[config.mk]
export PLATFORM = sky130hd
export DESIGN_NAME = peripheral_hub
export DESIGN_NICKNAME = d
export VERILOG_FILES = /design/src/source/hub_bus_pkg.sv /design/src/source/hub_map_pkg.sv /design/src/source/bus_decode.sv /design/src/source/gpio_regs.sv /design/src/source/byte_regs.sv /design/src/source/pin_mux.sv /design/src/source/read_capture.sv /design/src/source/peripheral_hub.sv
export SDC_FILE = /design/constraint.sdc
export NUM_CORES = 1
export LEC_CHECK = 0
export ABC_CLOCK_PERIOD_IN_PS = 4100
export BUFFER_PORTS_ARGS = -buffer_cell sky130_fd_sc_hd__buf_2
export CAP_MARGIN = 20
export CORE_UTILIZATION = 29
export CTS_BUF_LIST = sky130_fd_sc_hd__clkbuf_16
export DETAILED_ROUTE_END_ITERATION = 16
export MAX_ROUTING_LAYER = met4
export PLACE_DENSITY = 0.52
export SYNTH_ARGS = -nofsm -noshare
export SYNTH_HDL_FRONTEND = slang
export SYNTH_HIERARCHICAL = 1
export SYNTH_SLANG_ARGS = --single-unit
[constraint.sdc]
create_clock -name clk -period 4.1 [get_ports clk]
set_input_delay 0.82 -clock clk [delete_from_list [all_inputs] [get_ports clk]]
set_output_delay 0.82 -clock clk [all_outputs]
set_load 0.03 [all_outputs]
[src/source/hub_bus_pkg.sv]
// ~~~~~~~~~~~~~~~~~~~~~~~~~~~~~~~~~~~~~~~~~~~~~~~~~~~~~~~~~~~~~~~~~~~~~~~~~~
// Hub bus definitions: widths, access size codes and the two-view address
// ~~~~~~~~~~~~~~~~~~~~~~~~~~~~~~~~~~~~~~~~~~~~~~~~~~~~~~~~~~~~~~~~~~~~~~~~~~
package hub_bus_pkg;

    localparam int ADDR_W       = 11;
    localparam int DATA_W       = 32;
    localparam int BYTE_W       = 8;
    localparam int SIZE_W       = 2;
    localparam int USER_OFS_W   = 6;
    localparam int SIMPLE_OFS_W = 4;

    // Size codes carried on the write and read request lines
    localparam logic [SIZE_W-1:0] SIZE_BYTE = 2'b00;
    localparam logic [SIZE_W-1:0] SIZE_HALF = 2'b01;
    localparam logic [SIZE_W-1:0] SIZE_WORD = 2'b10;
    localparam logic [SIZE_W-1:0] SIZE_NONE = 2'b11;

    // Bit 10 picks the view: clear for 64-byte user slots, set for
    // 16-byte simple slots
    typedef union packed {
        struct packed {
            logic                              space;
            logic [ADDR_W-USER_OFS_W-2:0]      slot;
            logic [USER_OFS_W-1:0]             offset;
        } user;
        struct packed {
            logic                              space;
            logic [ADDR_W-SIMPLE_OFS_W-6:0]    unused;
            logic [3:0]                        slot;
            logic [SIMPLE_OFS_W-1:0]           offset;
        } simple;
    } bus_addr_t;

endpackage

[src/source/hub_map_pkg.sv]
// ~~~~~~~~~~~~~~~~~~~~~~~~~~~~~~~~~~~~~~~~~~~~~~~~~~~~~~~~~~~~~~~~~~~~~~~~~~
// Hub memory map: slot numbers, GPIO register layout and select codes
// ~~~~~~~~~~~~~~~~~~~~~~~~~~~~~~~~~~~~~~~~~~~~~~~~~~~~~~~~~~~~~~~~~~~~~~~~~~
package hub_map_pkg;

    // Slots per address space
    localparam int N_SLOTS = 16;
    localparam int SLOT_W  = $clog2(N_SLOTS);

    localparam int N_PINS = 8;
    localparam int PIN_W  = $clog2(N_PINS);

    // Implemented byte-register slots, anything up to N_SLOTS
    localparam int N_SIMPLE = 4;

    localparam logic [SLOT_W-1:0] SLOT_GPIO = 4'd1;

    // GPIO register offsets inside its user slot
    localparam logic [5:0] GPIO_OUT_OFS  = 6'h00;
    localparam logic [5:0] GPIO_IN_OFS   = 6'h04;
    // Pin n select sits at FSEL_BASE_OFS + 4*n
    localparam logic [5:0] FSEL_BASE_OFS = 6'h20;

    // Function select: top bit picks simple space, low bits the slot
    localparam int FSEL_W = 5;

    localparam logic [FSEL_W-1:0] FSEL_RESET = {1'b0, SLOT_GPIO};

    // Output register offset inside a simple slot
    localparam logic [3:0] BYTE_OUT_OFS = 4'h0;

endpackage

[src/source/bus_decode.sv]
// ~~~~~~~~~~~~~~~~~~~~~~~~~~~~~~~~~~~~~~~~~~~~~~~~~~~~~~~~~~~~~~~~~~~~~~~~~~
// Address decode: slot select and gated write strobes
// ~~~~~~~~~~~~~~~~~~~~~~~~~~~~~~~~~~~~~~~~~~~~~~~~~~~~~~~~~~~~~~~~~~~~~~~~~~
`timescale 1ns/1ps

module bus_decode (
    input  hub_bus_pkg::bus_addr_t            i_addr,
    input  logic [hub_bus_pkg::SIZE_W-1:0]    i_write_n,

    output logic                              o_simple,
    output logic [hub_map_pkg::SLOT_W-1:0]    o_slot,
    output logic                              o_gpio_we,
    output logic                              o_byte_we
);

    logic write_req;

    assign write_req = (i_write_n != hub_bus_pkg::SIZE_NONE);

    // Space bit sits in the same place in both views
    assign o_simple = i_addr.user.space;

    always_comb begin
        if (o_simple) begin
            o_slot = i_addr.simple.slot;
        end else begin
            o_slot = i_addr.user.slot;
        end
    end

    // GPIO lives in one user slot
    assign o_gpio_we = write_req && !o_simple && (o_slot == hub_map_pkg::SLOT_GPIO);

    // Writes to simple slots beyond the bank are dropped here
    assign o_byte_we = write_req && o_simple && (int'(o_slot) < hub_map_pkg::N_SIMPLE);

endmodule

[src/source/gpio_regs.sv]
// ~~~~~~~~~~~~~~~~~~~~~~~~~~~~~~~~~~~~~~~~~~~~~~~~~~~~~~~~~~~~~~~~~~~~~~~~~~
// GPIO block: output register, input readback and per-pin function selects
// ~~~~~~~~~~~~~~~~~~~~~~~~~~~~~~~~~~~~~~~~~~~~~~~~~~~~~~~~~~~~~~~~~~~~~~~~~~
`timescale 1ns/1ps

module gpio_regs (
    input  logic                                   clk,
    input  logic                                   rst_n,

    input  logic                                   i_we,
    input  logic [hub_bus_pkg::USER_OFS_W-1:0]     i_offset,
    input  logic [hub_bus_pkg::BYTE_W-1:0]         i_wdata,
    input  logic [hub_map_pkg::N_PINS-1:0]         i_ui,

    output logic [hub_bus_pkg::DATA_W-1:0]         o_rdata,
    output logic [hub_bus_pkg::BYTE_W-1:0]         o_gpio_out,
    output logic [hub_map_pkg::N_PINS-1:0][hub_map_pkg::FSEL_W-1:0] o_fsel
);

    logic [hub_bus_pkg::USER_OFS_W-1:0] fsel_rel;
    logic [hub_map_pkg::PIN_W-1:0]      fsel_idx;
    logic                               fsel_hit;

    // Word-aligned offsets from the select base map to one pin each
    assign fsel_rel = i_offset - hub_map_pkg::FSEL_BASE_OFS;
    assign fsel_idx = fsel_rel[hub_map_pkg::PIN_W+1:2];
    assign fsel_hit = (i_offset >= hub_map_pkg::FSEL_BASE_OFS)
                      && (fsel_rel[1:0] == 2'b00);

    always_ff @(posedge clk) begin
        if (!rst_n) begin
            o_gpio_out <= '0;
            // Every pin starts out driven from the GPIO output register
            for (int n = 0; n < hub_map_pkg::N_PINS; n++) begin
                o_fsel[n] <= hub_map_pkg::FSEL_RESET;
            end
        end else if (i_we) begin
            if (i_offset == hub_map_pkg::GPIO_OUT_OFS) begin
                o_gpio_out <= i_wdata;
            end
            if (fsel_hit) begin
                o_fsel[fsel_idx] <= i_wdata[hub_map_pkg::FSEL_W-1:0];
            end
        end
    end

    // Read words are zero-extended, unknown offsets read zero
    always_comb begin
        o_rdata = '0;
        if (i_offset == hub_map_pkg::GPIO_OUT_OFS) begin
            o_rdata[hub_bus_pkg::BYTE_W-1:0] = o_gpio_out;
        end else if (i_offset == hub_map_pkg::GPIO_IN_OFS) begin
            o_rdata[hub_map_pkg::N_PINS-1:0] = i_ui;
        end else if (fsel_hit) begin
            o_rdata[hub_map_pkg::FSEL_W-1:0] = o_fsel[fsel_idx];
        end
    end

endmodule

[src/source/byte_regs.sv]
// ~~~~~~~~~~~~~~~~~~~~~~~~~~~~~~~~~~~~~~~~~~~~~~~~~~~~~~~~~~~~~~~~~~~~~~~~~~
// Simple-slot bank: one byte output register per implemented slot
// ~~~~~~~~~~~~~~~~~~~~~~~~~~~~~~~~~~~~~~~~~~~~~~~~~~~~~~~~~~~~~~~~~~~~~~~~~~
`timescale 1ns/1ps

module byte_regs (
    input  logic                                   clk,
    input  logic                                   rst_n,

    input  logic                                   i_we,
    input  logic [hub_map_pkg::SLOT_W-1:0]         i_slot,
    input  logic [hub_bus_pkg::SIMPLE_OFS_W-1:0]   i_offset,
    input  logic [hub_bus_pkg::BYTE_W-1:0]         i_wdata,

    output logic [hub_bus_pkg::BYTE_W-1:0]         o_rdata,
    output logic [hub_map_pkg::N_SIMPLE-1:0][hub_bus_pkg::BYTE_W-1:0] o_outs
);

    logic ofs_hit;

    assign ofs_hit = (i_offset == hub_map_pkg::BYTE_OUT_OFS);

    always_ff @(posedge clk) begin
        if (!rst_n) begin
            o_outs <= '0;
        end else if (i_we && ofs_hit) begin
            // Slot range is already checked by the write strobe
            for (int s = 0; s < hub_map_pkg::N_SIMPLE; s++) begin
                if (int'(i_slot) == s) begin
                    o_outs[s] <= i_wdata;
                end
            end
        end
    end

    // Unimplemented slots and other offsets read back as zero
    always_comb begin
        o_rdata = '0;
        if (ofs_hit) begin
            for (int s = 0; s < hub_map_pkg::N_SIMPLE; s++) begin
                if (int'(i_slot) == s) begin
                    o_rdata = o_outs[s];
                end
            end
        end
    end

endmodule

[src/source/pin_mux.sv]
// ~~~~~~~~~~~~~~~~~~~~~~~~~~~~~~~~~~~~~~~~~~~~~~~~~~~~~~~~~~~~~~~~~~~~~~~~~~
// Output pin mux: each pin follows the slot named by its function select
// ~~~~~~~~~~~~~~~~~~~~~~~~~~~~~~~~~~~~~~~~~~~~~~~~~~~~~~~~~~~~~~~~~~~~~~~~~~
`timescale 1ns/1ps

module pin_mux (
    input  logic [hub_map_pkg::N_PINS-1:0][hub_map_pkg::FSEL_W-1:0]   i_fsel,
    input  logic [hub_bus_pkg::BYTE_W-1:0]                            i_gpio_out,
    input  logic [hub_map_pkg::N_SIMPLE-1:0][hub_bus_pkg::BYTE_W-1:0] i_simple_outs,

    output logic [hub_map_pkg::N_PINS-1:0]                            o_pins
);

    // Output words seen in each space, zero where nothing is fitted
    logic [hub_bus_pkg::BYTE_W-1:0] user_word   [hub_map_pkg::N_SLOTS];
    logic [hub_bus_pkg::BYTE_W-1:0] simple_word [hub_map_pkg::N_SLOTS];

    always_comb begin
        for (int s = 0; s < hub_map_pkg::N_SLOTS; s++) begin
            user_word[s]   = '0;
            simple_word[s] = '0;
        end
        user_word[hub_map_pkg::SLOT_GPIO] = i_gpio_out;
        for (int s = 0; s < hub_map_pkg::N_SIMPLE; s++) begin
            simple_word[s] = i_simple_outs[s];
        end
    end

    always_comb begin
        for (int n = 0; n < hub_map_pkg::N_PINS; n++) begin
            // Pin n always takes bit n of the chosen word
            if (i_fsel[n][hub_map_pkg::FSEL_W-1]) begin
                o_pins[n] = simple_word[i_fsel[n][hub_map_pkg::SLOT_W-1:0]][n];
            end else begin
                o_pins[n] = user_word[i_fsel[n][hub_map_pkg::SLOT_W-1:0]][n];
            end
        end
    end

endmodule

[src/source/read_capture.sv]
// ~~~~~~~~~~~~~~~~~~~~~~~~~~~~~~~~~~~~~~~~~~~~~~~~~~~~~~~~~~~~~~~~~~~~~~~~~~
// Read path: slot data select, registered read data and ready with hold
// ~~~~~~~~~~~~~~~~~~~~~~~~~~~~~~~~~~~~~~~~~~~~~~~~~~~~~~~~~~~~~~~~~~~~~~~~~~
`timescale 1ns/1ps

module read_capture (
    input  logic                                clk,
    input  logic                                rst_n,

    input  logic [hub_bus_pkg::SIZE_W-1:0]      i_read_n,
    input  logic [hub_bus_pkg::SIZE_W-1:0]      i_write_n,
    input  logic                                i_read_complete,
    input  logic                                i_simple,
    input  logic [hub_map_pkg::SLOT_W-1:0]      i_slot,
    input  logic [hub_bus_pkg::DATA_W-1:0]      i_gpio_rdata,
    input  logic [hub_bus_pkg::BYTE_W-1:0]      i_byte_rdata,

    output logic [hub_bus_pkg::DATA_W-1:0]      o_rdata,
    output logic                                o_ready
);

    logic                           read_req;
    logic                           hold;
    logic                           ready_r;
    logic [hub_bus_pkg::DATA_W-1:0] sel_word;

    assign read_req = (i_read_n != hub_bus_pkg::SIZE_NONE);

    // Empty user slots return zero
    always_comb begin
        sel_word = '0;
        if (i_simple) begin
            sel_word[hub_bus_pkg::BYTE_W-1:0] = i_byte_rdata;
        end else if (i_slot == hub_map_pkg::SLOT_GPIO) begin
            sel_word = i_gpio_rdata;
        end
    end

    always_ff @(posedge clk) begin
        if (!rst_n) begin
            hold    <= 1'b0;
            ready_r <= 1'b0;
        end else begin
            if (i_read_complete) begin
                hold <= 1'b0;
            end
            if (read_req && !hold) begin
                hold <= 1'b1;
            end
            // Every slot answers in one cycle
            ready_r <= read_req;
        end
    end

    // Held data stays put until the core completes the read
    always_ff @(posedge clk) begin
        if (read_req && !hold) begin
            o_rdata <= sel_word;
        end
    end

    assign o_ready = ready_r || (i_write_n != hub_bus_pkg::SIZE_NONE);

endmodule

[src/source/peripheral_hub.sv]
// ~~~~~~~~~~~~~~~~~~~~~~~~~~~~~~~~~~~~~~~~~~~~~~~~~~~~~~~~~~~~~~~~~~~~~~~~~~
// Peripheral hub top: decode, GPIO, byte registers, pin mux and read path
// ~~~~~~~~~~~~~~~~~~~~~~~~~~~~~~~~~~~~~~~~~~~~~~~~~~~~~~~~~~~~~~~~~~~~~~~~~~
`timescale 1ns/1ps

module peripheral_hub (
    input  logic                                clk,
    input  logic                                rst_n,

    input  logic [hub_map_pkg::N_PINS-1:0]      i_ui,
    input  hub_bus_pkg::bus_addr_t              i_addr,
    input  logic [hub_bus_pkg::DATA_W-1:0]      i_wdata,
    input  logic [hub_bus_pkg::SIZE_W-1:0]      i_write_n,
    input  logic [hub_bus_pkg::SIZE_W-1:0]      i_read_n,
    input  logic                                i_read_complete,

    output logic [hub_map_pkg::N_PINS-1:0]      o_pins,
    output logic [hub_bus_pkg::DATA_W-1:0]      o_rdata,
    output logic                                o_ready
);

    logic                                   addr_simple;
    logic [hub_map_pkg::SLOT_W-1:0]         addr_slot;
    logic                                   gpio_we;
    logic                                   byte_we;

    logic [hub_bus_pkg::DATA_W-1:0]         gpio_rdata;
    logic [hub_bus_pkg::BYTE_W-1:0]         byte_rdata;
    logic [hub_bus_pkg::BYTE_W-1:0]         gpio_out;

    logic [hub_map_pkg::N_PINS-1:0][hub_map_pkg::FSEL_W-1:0]     fsel;
    logic [hub_map_pkg::N_SIMPLE-1:0][hub_bus_pkg::BYTE_W-1:0]   simple_outs;

    bus_decode bus_decode_inst (
        .i_addr             (i_addr),
        .i_write_n          (i_write_n),
        .o_simple           (addr_simple),
        .o_slot             (addr_slot),
        .o_gpio_we          (gpio_we),
        .o_byte_we          (byte_we)
    );

    // Only the low byte of write data reaches the registers
    gpio_regs gpio_regs_inst (
        .clk                (clk),
        .rst_n              (rst_n),
        .i_we               (gpio_we),
        .i_offset           (i_addr.user.offset),
        .i_wdata            (i_wdata[hub_bus_pkg::BYTE_W-1:0]),
        .i_ui               (i_ui),
        .o_rdata            (gpio_rdata),
        .o_gpio_out         (gpio_out),
        .o_fsel             (fsel)
    );

    byte_regs byte_regs_inst (
        .clk                (clk),
        .rst_n              (rst_n),
        .i_we               (byte_we),
        .i_slot             (addr_slot),
        .i_offset           (i_addr.simple.offset),
        .i_wdata            (i_wdata[hub_bus_pkg::BYTE_W-1:0]),
        .o_rdata            (byte_rdata),
        .o_outs             (simple_outs)
    );

    pin_mux pin_mux_inst (
        .i_fsel             (fsel),
        .i_gpio_out         (gpio_out),
        .i_simple_outs      (simple_outs),
        .o_pins             (o_pins)
    );

    read_capture read_capture_inst (
        .clk                (clk),
        .rst_n              (rst_n),
        .i_read_n           (i_read_n),
        .i_write_n          (i_write_n),
        .i_read_complete    (i_read_complete),
        .i_simple           (addr_simple),
        .i_slot             (addr_slot),
        .i_gpio_rdata       (gpio_rdata),
        .i_byte_rdata       (byte_rdata),
        .o_rdata            (o_rdata),
        .o_ready            (o_ready)
    );

endmodule

==> results of run 1 <==
-- report_power, final --
part | switching (µW) | internal (µW) | total, µW
registers | 6.95 | 1180 | 1190
clock network | 526 | 1060 | 1590
logic | 195 | 68.7 | 263
total | 727 | 2310 | 3040
-- flip-flops by register name, indices dropped and copies added, names as in the netlist --
| name | count |
|---|---|
| gpio_regs_inst/o_gpio_out | 8 |
| byte_regs_inst/o_outs | 32 |
| gpio_regs_inst/o_fsel | 40 |
| read_capture_inst/ready_r | 1 |
| read_capture_inst/o_rdata | 32 |
| read_capture_inst/hold | 1 |
-- worst register-to-register path, stage by stage, from the launching register on --
cell and delay [ns]:
dfxtp_1 0.38, mux4_2 0.50, mux2i_1 0.16, o22ai_1 0.12, inv_1 0.14, o31ai_4 0.07
-- stage by stage --
step                setup WS, ns  power, µW  hold slack, ns  cells
floorplan                   1.24       1410           0.443    655
global placement           0.999       1480           0.462    934
detailed placement         0.988       1480           0.466    934
CTS                         1.36       3060           0.478    966
global route                1.27       3140           0.507    966
finish                      1.38       3040           0.478    966
-- cells in the mapped netlist, types with 2 or more instances --
master	instances
mux2_1	9
mux4_2	10
nor4_1	5
or3b_1	8
o22ai_1	11
nand2_1	57
buf_4	28
buf_2	18
dfxtp_1	82
nand3b_1	8
mux2_2	14
and2_1	3
clkbuf_1	22
nor3b_2	27
edfxtp_1	32
nor3_1	3
o31ai_2	13
o31ai_1	34
nor4_2	3
buf_1	8
o21ai_0	7
o21ai_1	3
nand2b_1	3
nand4b_1	2
o211ai_1	7
nand4_1	40
a211oi_1	4
buf_6	9
a2111oi_2	8
nor2_1	13
a21oi_1	49
nor2b_1	6
a31oi_1	8
inv_1	17
nor4_4	3
mux2i_1	45
-- kinds of logic (layout without fill, tap and decap cells) --
logic type,count (synthesis),count (layout),synth area share (%)
DFF,114,114,40.0
and+or+nand+nor,189,189,20.1
AOI/OAI and AO/OA,147,147,16.5
buffers and inverters,103,134,8.94
muxes,78,78,14.4
other,1,24,0.0576
-- routing by layer --
| metal | global-route usage (%) | wire length (µm) | vias to the layer above |
|---|---|---|---|
| li1 | - | - | 2420 |
| met1 | 21.7 | 8450 | 2403 |
| met2 | 26.2 | 8620 | 172 |
| met3 | 3.11 | 826 | 30 |
| met4 | 8.02 | 497 | 0 |
| met5 | - | 0 | - |
-- area by class of cell --
cell class | instances | area (µm²)
fill | 2231 | 14400
multi-input combinational | 438 | 3430
sequential | 114 | 2600
timing repair buffer | 84 | 445
clock buffer | 17 | 425
tap | 280 | 350
clock inverter | 15 | 195
inverter | 18 | 67.6
-- how the worst min path moves through the flow --
stage,endpoint,slack (ns),cells after the start
after floorplan,byte_regs_inst/o_outs[2]$_SDFFE_PN0P_,0.44,2
after global placement,byte_regs_inst/o_outs[17]$_SDFFE_PN0P_,0.46,2
after detailed placement,byte_regs_inst/o_outs[18]$_SDFFE_PN0P_,0.47,2
after CTS,byte_regs_inst/o_outs[18]$_SDFFE_PN0P_,0.48,2
after global routing,byte_regs_inst/o_outs[12]$_SDFFE_PN0P_,0.51,2
final,byte_regs_inst/o_outs[18]$_SDFFE_PN0P_,0.48,2
==> flow_summary.yaml, run 1 <==
cts:
  cts_tree: "built"
  cts.repair.resized: 0
  ctsHoldBuffers: 0
  clk_pin_slew_worst_paths_ns: 0.05
  postCtsSetupRepairBufs: 0
  cts_buffers: 17
  clk_latency_ns: 0.41
  cts_max_level: 4
  clockRootBuffer: "clkbuf_16"
  cts.path.max_buffers: 2
  clock_sinks: 114
critical_path:
  critPathKind: "register to primary output"
  critical_path_arrival_ns: 1.90
  critPathCapture: "o_pins[5]"
  path_max_fanout: 5
  path_cells: "or3b_1, o211ai_1, a2111oi_2, buf_2"
  r2r_cells: 5
  r2r_start: "gpio_regs_inst/o_fsel[26]$_SDFFE_PN0P_"
  worstReg2RegEnd: "read_capture_inst/o_rdata[1]$_DFFE_PP_"
  cp.depth: 4
  worst-path-buf-inv: 1
  end_kind: "primary output"
  slowest_delay_ns: 0.48
  cp-start-kind: "register"
  required_ns: 3.28
  crit_start: "gpio_regs_inst/o_fsel[26]$_SDFFE_PN0P_"
  r2r_setup_slack_ns: 2.45
  crit_family: "compound AO/OA/AOI/OAI gates"
  cpMaxStageDelayCell: "a2111oi_2"
run:
  maxCapViolations: 0
min_path:
  hp-start: "byte_regs_inst/o_outs[18]$_SDFFE_PN0P_"
  hold_path.class: "register to register"
detailed_routing:
  routedWlPerCell_um: 19.0
  ant_nets: 0
  drc_errors: 0
  via_per_inst: 5.20
  first_iter_violations: 467
  wl_um: 18400
  drt_pass1_iterations: 5
  vias: 5025
yosys:
  synthDominantCellAreaShare_pct: 25.2
  syn_inst: 632
  yosysWarnings: 6
  synth.top_cells.by_area: "dfxtp_1 25%, edfxtp_1 15%, mux2i_1 6.9%"
  synth.yosys.seq_area_share_pct: 40.0
  synthFlopType: "dfxtp_1"
  synth-edff-count: 32
  async_reset_ff_share_pct: 0
  synth_cell_types: 49
  syn_area_um2: 6510
  synth_seq_cells: 114
  synth_top_cell_by_area: "dfxtp_1"
  syn_area_per_cell_um2: 10.3
sta:
  max_freq_mhz: 368
  rsz0062_at_grt: "false"
  fin_tns_setup_ns: 0
  worst_pin_slew_ns: 1.08
  setup_viol: 0
  finalCriticalPeriod_ns: 2.72
  maxSlewHeadroom_pct: 28.1
  hold_viol: 0
  finalMaxSlewViolations: 0
  finalClockSkew_ns: 0.00798
  finalCritPeriodShare_pct: 66.4
place:
  port_buffers: 74
  dpl.hpwl_um: 12700
  gp_congestion: 0.824
  post_dp_cell_area_um2: 6890
final_layout:
  n_antenna_cell: 0
  drive_gt1_share_pct: 28.9
  final_common_cell: "dfxtp_1"
  final_cell_mix: "82 x dfxtp_1, 74 x buf_2, 57 x nand2_1"
  stdcell_area_um2: 7510
  nNetsFinal: 731
  fin_util_pct: 34.3
  area_growth_pct: 15.5
grt:
  grtUsageTotal_pct: 17.1
  overflow: 0
  grt_start_max_net_pins: 51
  grt_pass1_wl_um: 28400
  grt_pass1_vias: 4826
  antenna_found_initial: 0
power_and_ir_drop:
  peakVddDrop_mv: 0.272
  power.leakage_uw: 0.00277
  p_per_area_nw_per_um2: 405
floorplanning:
  ioPinCount: 99
  core_area_um2: 21900
  die_h_um: 152
  rows: 54
  start_util_pct: 29.7
  die_area_um2: 23000
  die_x_um: 152
status:
  status: "finished, final reports clean"
(Power assumes the default switching activity.)
==> run 2, diff against run 1 <==
- ABC_CLOCK_PERIOD_IN_PS: 4100 -> 2500
- PLACE_DENSITY: 0.52 -> 0.54
- clock period: 4.1 -> 2.5 ns (I/O delays scaled with it)
==> run 2 against run 1 <==
Via count is 2.4% higher. Power grew 58%. Sequential share of layout area down 0.57 points. Sequential power increased by 64%. Critical endpoint unchanged. Largest power group unchanged.
==> flow_summary.yaml, run 2 (same netlist as run 1, synthesis figures left out) <==
critical_path:
  cpMaxStageDelayCell: "a2111oi_2"
  required_ns: 2.00
  r2r_setup_slack_ns: 0.84
  path_cells: "or3b_1, o211ai_1, a2111oi_2, buf_2"
  critPathKind: "register to primary output"
  cp-start-kind: "register"
  end_kind: "primary output"
  path_max_fanout: 5
  slowest_delay_ns: 0.54
  critical_path_arrival_ns: 1.92
power_and_ir_drop:
  power.leakage_uw: 0.00286
  power_uw: 4810
  peakVddDrop_mv: 0.407
  p_per_area_nw_per_um2: 630
sta:
  fin_tns_setup_ns: 0
  worst_pin_slew_ns: 0.757
  maxSlewHeadroom_pct: 49.4
  max_freq_mhz: 413
  hold_viol: 0
  setup_ws_ns: 0.0764
  setup_viol: 0
  finalCritPeriodShare_pct: 96.9
  finalCriticalPeriod_ns: 2.42
  finalClockSkew_ns: 0.00825
  rsz0062_at_grt: "false"
  finalMaxSlewViolations: 0
  whs_ns: 0.352
cts:
  clk_pin_slew_worst_paths_ns: 0.05
  ctsHoldBuffers: 0
  clockRootBuffer: "clkbuf_16"
  cts_max_level: 4
  clk_latency_ns: 0.42
  clock_sinks: 114
  cts_tree: "built"
  cts.path.max_buffers: 2
  cts.repair.resized: 0
  cts_buffers: 17
  postCtsSetupRepairBufs: 0
floorplanning:
  ioPinCount: 99
  start_util_pct: 29.7
  rows: 54
  die_x_um: 152
  die_h_um: 152
  die_area_um2: 23000
  core_area_um2: 21900
place:
  dpl.hpwl_um: 13100
  dp_slack_ns: 0.102
  port_buffers: 74
  gp_congestion: 0.841
grt:
  grt_start_max_net_pins: 51
  grt_pass1_vias: 4932
  grtUsageTotal_pct: 17.7
  antenna_found_initial: 0
  overflow: 0
  grt_pass1_wl_um: 29400
final_layout:
  largest_reg_flops: 40
  regMostFlops: "gpio_regs_inst/o_fsel"
  n_antenna_cell: 0
  reg.largest.list: "gpio_regs_inst/o_fsel x40, byte_regs_inst/o_outs x32, read_capture_inst/o_rdata x32"
  fin_util_pct: 34.9
  nNetsFinal: 747
  final_cell_mix: "82 x dfxtp_1, 74 x buf_2, 57 x nand2_1"
  final_common_cell: "dfxtp_1"
  area_growth_pct: 17.4
  drive_gt1_share_pct: 30.5
status:
  status: "finished, final reports clean"
detailed_routing:
  first_iter_violations: 566
  ant_nets: 0
  vias: 5144
  via_per_inst: 5.24
  drt_pass1_iterations: 5
  routedWlPerCell_um: 19.1
  drc_errors: 0
  wl_um: 18700
min_path:
  hold_path.class: "input pin to register"
run:
  maxCapViolations: 0
==> run 2: stage by stage <==
stage | cell area, µm² | instances
after floorplan | 6600 | 655
after global placement | 7060 | 950
after detailed placement | 7060 | 950
after CTS | 7640 | 982
after global routing | 7640 | 982
final | 7640 | 982
==> run 2: cell type report <==
class                   count  area [µm²]
clock buffers              17         425
inverters                  18        67.6
well taps                 280         350
multi-input cells         438        3430
flip-flops and latches    114        2600
repair buffers            100         616
fillers                  2246       14300
clock inverters            15         150
==> run 2: path summary, 6_finish.rpt <==
check	startpoint	endpoint	cells after the start
setup reg to reg	gpio_regs_inst/o_fsel[36]$_SDFFE_PN0P_	read_capture_inst/o_rdata[1]$_DFFE_PP_	5
setup / recovery	gpio_regs_inst/o_fsel[26]$_SDFFE_PN0P_	o_pins[5]	4
hold reg to reg	byte_regs_inst/o_outs[18]$_SDFFE_PN0P_	byte_regs_inst/o_outs[18]$_SDFFE_PN0P_	2
hold / removal	i_read_complete	read_capture_inst/hold$_SDFFE_PN0P_	3
==> run 2: critical path, delay by kind of cell, from the launching register on <==
kind	cells	cell delay, ns
and+or+nand+nor	1	0.15
buffers and inverters	1	0.29
DFF	1	0.42
AOI/OAI and AO/OA	2	0.65
==> run 2: power by group <==
group / leakage, µW / internal [µW] / switching, µW
clock network: 0.000297 / 1540 / 867
logic: 0.00157 / 129 / 324
registers: 0.000992 / 1940 / 10.4
==> run 2: metal layers <==
layer  up-vias  routed length [µm]  GRT usage, %
met1      2464                8280          22.7
met2       191                8830          27.0
li1       2453                   -             -
met5         -                   0             -
met4         0                 552          7.38
met3        36                1070          3.59
